`src/include/time_tmr_consts.svh`:
```
`ifndef TIME_TMR_CONSTS_SVH
`define TIME_TMR_CONSTS_SVH

// Operation word and result width
`define TMR_DATA_W 32

// Group id width, wraps modulo 4
`define TMR_ID_W 2

// Operand field width
`define TMR_OPND_W 15

// Opcode field width
`define TMR_OPC_W 2

`endif

```
`src/logic/time_tmr_pkg.sv`:
```
`default_nettype none

`include "time_tmr_consts.svh"

package time_tmr_pkg;

    // Operations of the arithmetic pipeline
    typedef enum logic [`TMR_OPC_W-1:0] {
        OP_ADD,
        OP_SUB,
        OP_XOR,
        OP_MUL
    } opcode_e;

    // One operation word. The voter and the fault mask see raw bits,
    // the ALU sees opcode and operands
    typedef union packed {
        logic [`TMR_DATA_W-1:0] raw;
        struct packed {
            opcode_e                opc;
            logic [`TMR_OPND_W-1:0] a;
            logic [`TMR_OPND_W-1:0] b;
        } fields;
    } op_word_u;

    // Start block sequence
    typedef enum logic [1:0] {
        STORE_AND_SEND,
        SEND,
        REPLICATE_ONE,
        REPLICATE_TWO
    } start_state_e;

endpackage

`default_nettype wire

```
`src/logic/time_tmr_end.sv`:
```
`timescale 1ns/1ps
`default_nettype none

`include "time_tmr_consts.svh"

module time_tmr_end (
    input  wire logic                   clk_i,
    input  wire logic                   rst_i,

    // From the pipeline
    input  wire logic [`TMR_DATA_W-1:0] result_i,
    input  wire logic [`TMR_ID_W-1:0]   id_i,
    input  wire logic                   last_i,
    input  wire logic                   valid_i,
    output logic                        ready_o,

    // Fault injection, copy 3 means none
    input  wire logic [1:0]             fault_copy_i,
    input  wire logic [`TMR_DATA_W-1:0] fault_mask_i,

    // Voted result
    output logic [`TMR_DATA_W-1:0]      result_o,
    output logic                        valid_o,
    output logic                        fault_o,
    input  wire logic                   ready_i
);

    logic [2:0][`TMR_DATA_W-1:0] slot_q;
    logic [1:0]                  cnt_q;
    logic [`TMR_ID_W-1:0]        id_q;

    logic [`TMR_DATA_W-1:0]      res_q;
    logic                        out_valid_q;
    logic                        fault_q;

    logic                        accept;
    logic [`TMR_DATA_W-1:0]      masked;
    logic [2:0][`TMR_DATA_W-1:0] copy;
    logic [`TMR_DATA_W-1:0]      maj;
    logic [`TMR_DATA_W-1:0]      vote_res;
    logic                        vote_fault;

    // Hold off the pipeline while a result waits
    assign ready_o = !out_valid_q || ready_i;
    assign accept  = valid_i && ready_o;

    // Flip bits in the chosen copy only
    assign masked = (fault_copy_i == cnt_q) ? (result_i ^ fault_mask_i) : result_i;

    // Current beat replaces its own slot in the vote
    always_comb begin
        for (int i = 0; i < 3; i++) begin
            if (cnt_q == 2'(i)) begin
                copy[i] = masked;
            end else begin
                copy[i] = slot_q[i];
            end
        end
    end

    // Bit-wise 2 of 3 majority
    assign maj = (copy[0] & copy[1]) | (copy[0] & copy[2]) | (copy[1] & copy[2]);

    always_comb begin
        if (cnt_q == 2'd2) begin
            vote_res   = maj;
            vote_fault = (copy[0] != maj) || (copy[1] != maj) || (copy[2] != maj);
        end else begin
            // Single copy group, nothing to vote
            vote_res   = copy[0];
            vote_fault = 1'b0;
        end
    end

    always_ff @(posedge clk_i) begin
        if (rst_i) begin
            cnt_q       <= '0;
            out_valid_q <= 1'b0;
            fault_q     <= 1'b0;
        end else begin
            if (accept) begin
                if (last_i) begin
                    cnt_q <= '0;
                end else begin
                    cnt_q <= cnt_q + 1'b1;
                end
            end
            if (accept && last_i) begin
                out_valid_q <= 1'b1;
                fault_q     <= vote_fault;
            end else if (ready_i) begin
                out_valid_q <= 1'b0;
            end
        end
    end

    always_ff @(posedge clk_i) begin
        if (accept) begin
            slot_q[cnt_q] <= masked;
            id_q          <= id_i;
        end
        if (accept && last_i) begin
            res_q <= vote_res;
        end
    end

    assign result_o = res_q;
    assign valid_o  = out_valid_q;
    assign fault_o  = fault_q;

    // Copies of one group share the id given by the start block
    a_group_id: assert property (
        @(posedge clk_i) disable iff (rst_i)
        (accept && cnt_q != 2'd0) |-> id_i == id_q
    );

    // Third copy must close the group
    a_group_size: assert property (
        @(posedge clk_i) disable iff (rst_i)
        (accept && cnt_q == 2'd2) |-> last_i
    );

endmodule

`default_nettype wire

```
`src/logic/time_tmr_start.sv`:
```
`timescale 1ns/1ps
`default_nettype none

`include "time_tmr_consts.svh"

module time_tmr_start (
    input  wire logic                   clk_i,
    input  wire logic                   rst_i,
    input  wire logic                   enable_i,

    // Upstream
    input  wire time_tmr_pkg::op_word_u data_i,
    input  wire logic                   valid_i,
    output logic                        ready_o,

    // Downstream
    output time_tmr_pkg::op_word_u      data_o,
    output logic [`TMR_ID_W-1:0]        id_o,
    output logic                        last_o,
    output logic                        valid_o,
    input  wire logic                   ready_i
);

    time_tmr_pkg::start_state_e state_d, state_q;
    time_tmr_pkg::op_word_u     data_d, data_q;
    logic [`TMR_ID_W-1:0]       id_d, id_q;
    // Replication mode latched with the word
    logic                       rep_d, rep_q;

    always_comb begin
        state_d = state_q;
        data_d  = data_q;
        id_d    = id_q;
        rep_d   = rep_q;
        valid_o = 1'b1;
        ready_o = 1'b0;
        last_o  = 1'b0;

        case (state_q)
            time_tmr_pkg::STORE_AND_SEND: begin
                // First copy goes straight through
                ready_o = 1'b1;
                valid_o = valid_i;
                last_o  = !enable_i;
                if (valid_i) begin
                    data_d = data_i;
                    id_d   = id_q + 1'b1;
                    rep_d  = enable_i;
                    if (ready_i) begin
                        if (enable_i) begin
                            state_d = time_tmr_pkg::REPLICATE_ONE;
                        end else begin
                            state_d = time_tmr_pkg::STORE_AND_SEND;
                        end
                    end else begin
                        state_d = time_tmr_pkg::SEND;
                    end
                end
            end
            time_tmr_pkg::SEND: begin
                // Stalled first copy
                last_o = !rep_q;
                if (ready_i) begin
                    if (rep_q) begin
                        state_d = time_tmr_pkg::REPLICATE_ONE;
                    end else begin
                        state_d = time_tmr_pkg::STORE_AND_SEND;
                    end
                end
            end
            time_tmr_pkg::REPLICATE_ONE: begin
                if (ready_i) begin
                    state_d = time_tmr_pkg::REPLICATE_TWO;
                end
            end
            time_tmr_pkg::REPLICATE_TWO: begin
                last_o = 1'b1;
                if (ready_i) begin
                    state_d = time_tmr_pkg::STORE_AND_SEND;
                end
            end
            default: begin
                state_d = time_tmr_pkg::STORE_AND_SEND;
            end
        endcase
    end

    always_ff @(posedge clk_i) begin
        if (rst_i) begin
            state_q <= time_tmr_pkg::STORE_AND_SEND;
            id_q    <= '0;
            rep_q   <= 1'b0;
        end else begin
            state_q <= state_d;
            id_q    <= id_d;
            rep_q   <= rep_d;
        end
    end

    always_ff @(posedge clk_i) begin
        data_q <= data_d;
    end

    // New word and id are visible in the accepting cycle
    assign data_o = data_d;
    assign id_o   = id_d;

    // Upstream is closed while the copies of a replicated word are sent
    a_ready_after_accept: assert property (
        @(posedge clk_i) disable iff (rst_i)
        (ready_o && valid_i && enable_i) |=> !ready_o
    );

    // A pending copy keeps word and id until it leaves
    a_stall_stable: assert property (
        @(posedge clk_i) disable iff (rst_i)
        (state_q != time_tmr_pkg::STORE_AND_SEND && !ready_i)
            |=> $stable(data_o) && $stable(id_o) && $stable(state_q)
    );

endmodule

`default_nettype wire

```
`src/logic/time_tmr_top.sv`:
```
`timescale 1ns/1ps
`default_nettype none

`include "time_tmr_consts.svh"

module time_tmr_top (
    input  wire logic                   clk_i,
    input  wire logic                   rst_i,
    input  wire logic                   enable_i,

    input  wire time_tmr_pkg::op_word_u data_i,
    input  wire logic                   valid_i,
    output logic                        ready_o,

    input  wire logic [1:0]             fault_copy_i,
    input  wire logic [`TMR_DATA_W-1:0] fault_mask_i,

    output logic [`TMR_DATA_W-1:0]      result_o,
    output logic                        result_valid_o,
    output logic                        fault_o,
    input  wire logic                   result_ready_i
);

    // Start to pipeline
    time_tmr_pkg::op_word_u      s_data;
    logic [`TMR_ID_W-1:0]        s_id;
    logic                        s_last;
    logic                        s_valid;
    logic                        s_ready;

    // Pipeline to end
    logic [`TMR_DATA_W-1:0]      p_result;
    logic [`TMR_ID_W-1:0]        p_id;
    logic                        p_last;
    logic                        p_valid;
    logic                        p_ready;

    time_tmr_start u_start (
        .clk_i    (clk_i),
        .rst_i    (rst_i),
        .enable_i (enable_i),
        .data_i   (data_i),
        .valid_i  (valid_i),
        .ready_o  (ready_o),
        .data_o   (s_data),
        .id_o     (s_id),
        .last_o   (s_last),
        .valid_o  (s_valid),
        .ready_i  (s_ready)
    );

    tmr_alu_pipe u_pipe (
        .clk_i    (clk_i),
        .rst_i    (rst_i),
        .op_i     (s_data),
        .id_i     (s_id),
        .last_i   (s_last),
        .valid_i  (s_valid),
        .ready_o  (s_ready),
        .result_o (p_result),
        .id_o     (p_id),
        .last_o   (p_last),
        .valid_o  (p_valid),
        .ready_i  (p_ready)
    );

    time_tmr_end u_end (
        .clk_i        (clk_i),
        .rst_i        (rst_i),
        .result_i     (p_result),
        .id_i         (p_id),
        .last_i       (p_last),
        .valid_i      (p_valid),
        .ready_o      (p_ready),
        .fault_copy_i (fault_copy_i),
        .fault_mask_i (fault_mask_i),
        .result_o     (result_o),
        .valid_o      (result_valid_o),
        .fault_o      (fault_o),
        .ready_i      (result_ready_i)
    );

endmodule

`default_nettype wire

```
`src/logic/tmr_alu_pipe.sv`:
```
`timescale 1ns/1ps
`default_nettype none

`include "time_tmr_consts.svh"

module tmr_alu_pipe (
    input  wire logic                   clk_i,
    input  wire logic                   rst_i,

    input  wire time_tmr_pkg::op_word_u op_i,
    input  wire logic [`TMR_ID_W-1:0]   id_i,
    input  wire logic                   last_i,
    input  wire logic                   valid_i,
    output logic                        ready_o,

    output logic [`TMR_DATA_W-1:0]      result_o,
    output logic [`TMR_ID_W-1:0]        id_o,
    output logic                        last_o,
    output logic                        valid_o,
    input  wire logic                   ready_i
);

    // Stage one holds decoded fields
    logic                      v1_q;
    time_tmr_pkg::opcode_e     opc1_q;
    logic [`TMR_OPND_W-1:0]    a1_q, b1_q;
    logic [`TMR_ID_W-1:0]      id1_q;
    logic                      last1_q;

    // Stage two holds the result
    logic                      v2_q;
    logic [`TMR_DATA_W-1:0]    res2_q;
    logic [`TMR_ID_W-1:0]      id2_q;
    logic                      last2_q;

    logic                      load1, load2;
    logic [`TMR_OPND_W:0]      sum, diff;
    logic [2*`TMR_OPND_W-1:0]  prod;
    logic [`TMR_DATA_W-1:0]    alu_res;

    // Stage two frees up when empty or draining
    assign load2   = v1_q && (!v2_q || ready_i);
    assign ready_o = !v1_q || load2;
    assign load1   = valid_i && ready_o;

    assign sum  = {1'b0, a1_q} + {1'b0, b1_q};
    assign diff = {1'b0, a1_q} - {1'b0, b1_q};
    assign prod = a1_q * b1_q;

    always_comb begin
        alu_res = '0;
        case (opc1_q)
            time_tmr_pkg::OP_ADD: alu_res[`TMR_OPND_W:0] = sum;
            time_tmr_pkg::OP_SUB: alu_res[`TMR_OPND_W:0] = diff;
            time_tmr_pkg::OP_XOR: alu_res[`TMR_OPND_W-1:0] = a1_q ^ b1_q;
            default:              alu_res[2*`TMR_OPND_W-1:0] = prod;
        endcase
    end

    always_ff @(posedge clk_i) begin
        if (rst_i) begin
            v1_q <= 1'b0;
            v2_q <= 1'b0;
        end else begin
            if (ready_o) begin
                v1_q <= valid_i;
            end
            if (!v2_q || ready_i) begin
                v2_q <= v1_q;
            end
        end
    end

    always_ff @(posedge clk_i) begin
        if (load1) begin
            opc1_q  <= op_i.fields.opc;
            a1_q    <= op_i.fields.a;
            b1_q    <= op_i.fields.b;
            id1_q   <= id_i;
            last1_q <= last_i;
        end
        if (load2) begin
            res2_q  <= alu_res;
            id2_q   <= id1_q;
            last2_q <= last1_q;
        end
    end

    assign result_o = res2_q;
    assign id_o     = id2_q;
    assign last_o   = last2_q;
    assign valid_o  = v2_q;

    a_out_hold: assert property (
        @(posedge clk_i) disable iff (rst_i)
        (valid_o && !ready_i)
            |=> valid_o && $stable(result_o) && $stable(id_o) && $stable(last_o)
    );

endmodule

`default_nettype wire

```
`config.mk`:
```
export PLATFORM = sky130hd
export DESIGN_NAME = time_tmr_top
export DESIGN_NICKNAME = d
export VERILOG_FILES = /design/src/logic/time_tmr_pkg.sv /design/src/logic/time_tmr_end.sv /design/src/logic/time_tmr_start.sv /design/src/logic/time_tmr_top.sv /design/src/logic/tmr_alu_pipe.sv
export VERILOG_INCLUDE_DIRS = /design/src /design/src/include
export SDC_FILE = /design/constraint.sdc
export NUM_CORES = 1
export LEC_CHECK = 0
export BUFFER_PORTS_ARGS = -buffer_cell sky130_fd_sc_hd__buf_2
export CORE_MARGIN = 1.5
export CORE_UTILIZATION = 30
export CTS_CLUSTER_SIZE = 14
export DETAILED_ROUTE_END_ITERATION = 8
export PLACE_DENSITY = 0.54
export SLEW_MARGIN = 20
export SYNTH_ARGS = -nofsm -noshare
export SYNTH_HDL_FRONTEND = slang
export SYNTH_SLANG_ARGS = --single-unit
```
`constraint.sdc`:
```
create_clock -name clk_i -period 7.8 [get_ports clk_i]
set_input_delay 0.39 -clock clk_i [delete_from_list [all_inputs] [get_ports clk_i]]
set_output_delay 0.39 -clock clk_i [all_outputs]
set_load 0.1 [all_outputs]
```
==> results.toml <==
[run_status]
outcome = "complete, no violations"

[yosys]
netlist_area_sq_um = 21200
synth-seq-area-share = 0.310
synth_cells = 2257
yosysMostFrequentCell = "inv_1"
synthTopCellsByCount = "inv_1, edfxtp_1, nand2_1"
synth_top_family_by_area = "adder cells"
synth_mux_area_frac = 0.0349
synthTopCellsByArea = "edfxtp_1, fa_1, ha_1, inv_1, dfxtp_1"
synth_compound_area_frac = 0.147
ys_async_sr_fraction = 0
syn-num-nets = 2625
synth_simple_gate_area_share = 0.167
ys.flop_type = "edfxtp_1"
synthAdderAreaFrac = 0.235
synthXorXnorAreaFrac = 0.0301
syn_area_per_cell_sq_um = 9.40
synth_top_area_share = 0.272
ys_ff_latch = 233
yosysTopAreaCell = "edfxtp_1"
synth_edf_count = 192
synth_cell_type_count = 84
yosys_warnings = 0

[sta]
worstMarginPinSlew_ns = 1.03
setup_tns_ns = 0
fmax_mhz = 146
min_period_over_period = 0.878
setup_ws_ns = 0.954
setup_viol = 0
max_slew_margin = 0.313
finClkSkew_ns = 0.00842
period_minus_slack_ns = 6.85
hold_viol = 0
slew_violations = 0
rsz0062_at_grt = "no"

[detailed_routing]
wl_mm = 66.3
drtIter0Drc = 1431
num_vias = 16992
first_pass_iters = 6
vias_per_cell = 5.19
post_drt_wl_per_cell_microns = 20.2
ant_nets = 0
drcViolationCount = 0

[layout]
instances_no_fill = 3272
drive_gt1_frac = 0.113
fillers = 7256
area_delta_synth_final_pct = 11.8
fin_util = 0.339
nets = 2680
n_antenna_cell = 0

[global_routing]
antenna_found_initial = 0
grt_use_total = 0.182
overflow = 0
grt_max_degree = 57
grt_pass1_wl_mm = 101
grt_pass1_vias = 16822

[floorplan]
core_sq_um = 70000
die-area_sq_um = 72300
die_h_microns = 269
io_pins = 106
initial_core_util = 0.303
placementRows = 97
die_x_microns = 269

[critical_path]
worstPathCellList = "ha_1 -> fa_1 -> inv_1 -> fa_1 -> inv_1 -> fa_1 -> inv_1 -> fa_1 -> inv_1 -> fa_1 -> inv_1 -> fa_1 -> inv_1 -> ha_1 -> and4_1 -> a21oi_1 -> o21ai_0 -> a31oi_1 -> o31ai_1 -> a311oi_1 -> o21bai_1 -> a211oi_1 -> nor2_1"
reg2regPathDepth = 23
crit_required_ns = 8.14
critPathCaptureType = "flop"
cpMaxStageDelayCell = "edfxtp_1"
worst_setup_path_start_kind = "flop"
critPathTopFamily = "adder cells"
critPathKind = "flop to flop"
crit_start = "u_pipe.b1_q[5]$_DFFE_PP_"
crit_fanout = 17
r2r_start = "u_pipe.b1_q[5]$_DFFE_PP_"
regToRegSetupSlack_ns = 0.95
max_stage_delay_ns = 0.63
cp.depth = 23
endpoint = "u_pipe.result_o[27]$_SDFFCE_PN0P_"
rr_endpoint = "u_pipe.result_o[27]$_SDFFCE_PN0P_"
crit_arrival_ns = 7.19
crit_buf_inv = 6

[clocking]
cts_tree = "done"
holdBufCountCts = 0
clkLatencyLatePin_ns = 0.59
cts_buffers = 27
postCtsSetupBuffers = 0
clkSinkCount = 233
root_buffer = "clkbuf_16"
clkTransAtPathRegs_ns = 0.06
h-tree-depth = 1
ctsResizeCount = 0
clockBufferDepth = 3

[place]
dp_cells = 3222
dp_slack_ns = 0.956
dp_hpwl_mm = 50.8
finalWeightedCongestion = 0.956
io_buffer_count = 105

[run]
max_cap_viol_count = 0

[min_path]
hold_path_class = "primary input to flop"
flip-flops by register name, summed over array words and instances (netlist names), 2 cells and up:
register         cells
u_end.result_o      32
u_end.slot_q        96
u_end.cnt_q          2
u_pipe.b1_q         15
u_start.state_q      2
u_pipe.result_o     30
u_pipe.opc1_q        2
u_start.data_q      32
u_pipe.a1_q         15
cell usage in the layout (no fill, tap or decap), types with 83 or more instances in the layout:
cell / count
inv_1: 306
edfxtp_1: 192
nand2_1: 185
fa_1: 168
nor2_1: 153
a21oi_1: 130
ha_1: 126
and2_1: 124
buf_2: 105
o21ai_0: 83
metrics by stage:
| stage | area (sq um) | hold slack (ns) |
|---|---|---|
| floorplan | 21200 | 0.400 |
| global placement | 22800 | 0.419 |
| detailed placement | 22800 | 0.418 |
| CTS | 23700 | 0.00777 |
| global route | 23700 | 0.0330 |
| finish | 23700 | 0.0433 |
worst min-delay path by stage:
stage	from	end	slack [ns]	cells past startpoint
floorplan	u_pipe.last1_q$_SDFFCE_PN0P_	u_pipe.last_o$_DFFE_PP_	0.40	0
global placement	u_pipe.last1_q$_SDFFCE_PN0P_	u_pipe.last_o$_DFFE_PP_	0.42	0
detailed placement	u_pipe.last1_q$_SDFFCE_PN0P_	u_pipe.last_o$_DFFE_PP_	0.42	0
CTS	data_i[10]	u_start.data_q[10]$_DFF_P_	0.008	2
global route	data_i[21]	u_start.data_q[21]$_DFF_P_	0.03	2
finish	data_i[10]	u_start.data_q[10]$_DFF_P_	0.04	2
cell type report:
cell class	instances	area (sq um)	share of cell area
inverter	310	1160	0.0490
tap	940	1180	0.0496
sequential	233	6590	0.278
multi-input combinational	1605	13100	0.553
timing repair buffer	135	763	0.0322
clock inverter	18	206	0.00870
clock buffer	31	712	0.0300
cell families after synthesis:
logic type,Yosys count
multiplexers,68
AO/OA/AOI/OAI,469
flip-flops,233
buffers and inverters,419
XOR/XNOR,69
AND/OR/NAND/NOR,702
adder cells (fa/ha/maj),297
per-layer routing:
metal / up-vias / part of all wire / track usage / wire, microns
met4: 0 / 0.030 / 0.0506 / 1990
li1: 7908 / - / - / -
met1: 8399 / 0.45 / 0.253 / 29600
met5: - / 0 / 0 / 0
met2: 594 / 0.47 / 0.303 / 30900
met3: 91 / 0.058 / 0.0176 / 3820
Power is left out: the tool's default activity adds up to more than one toggle a clock period on the data nets, which glitch-free logic cannot reach.
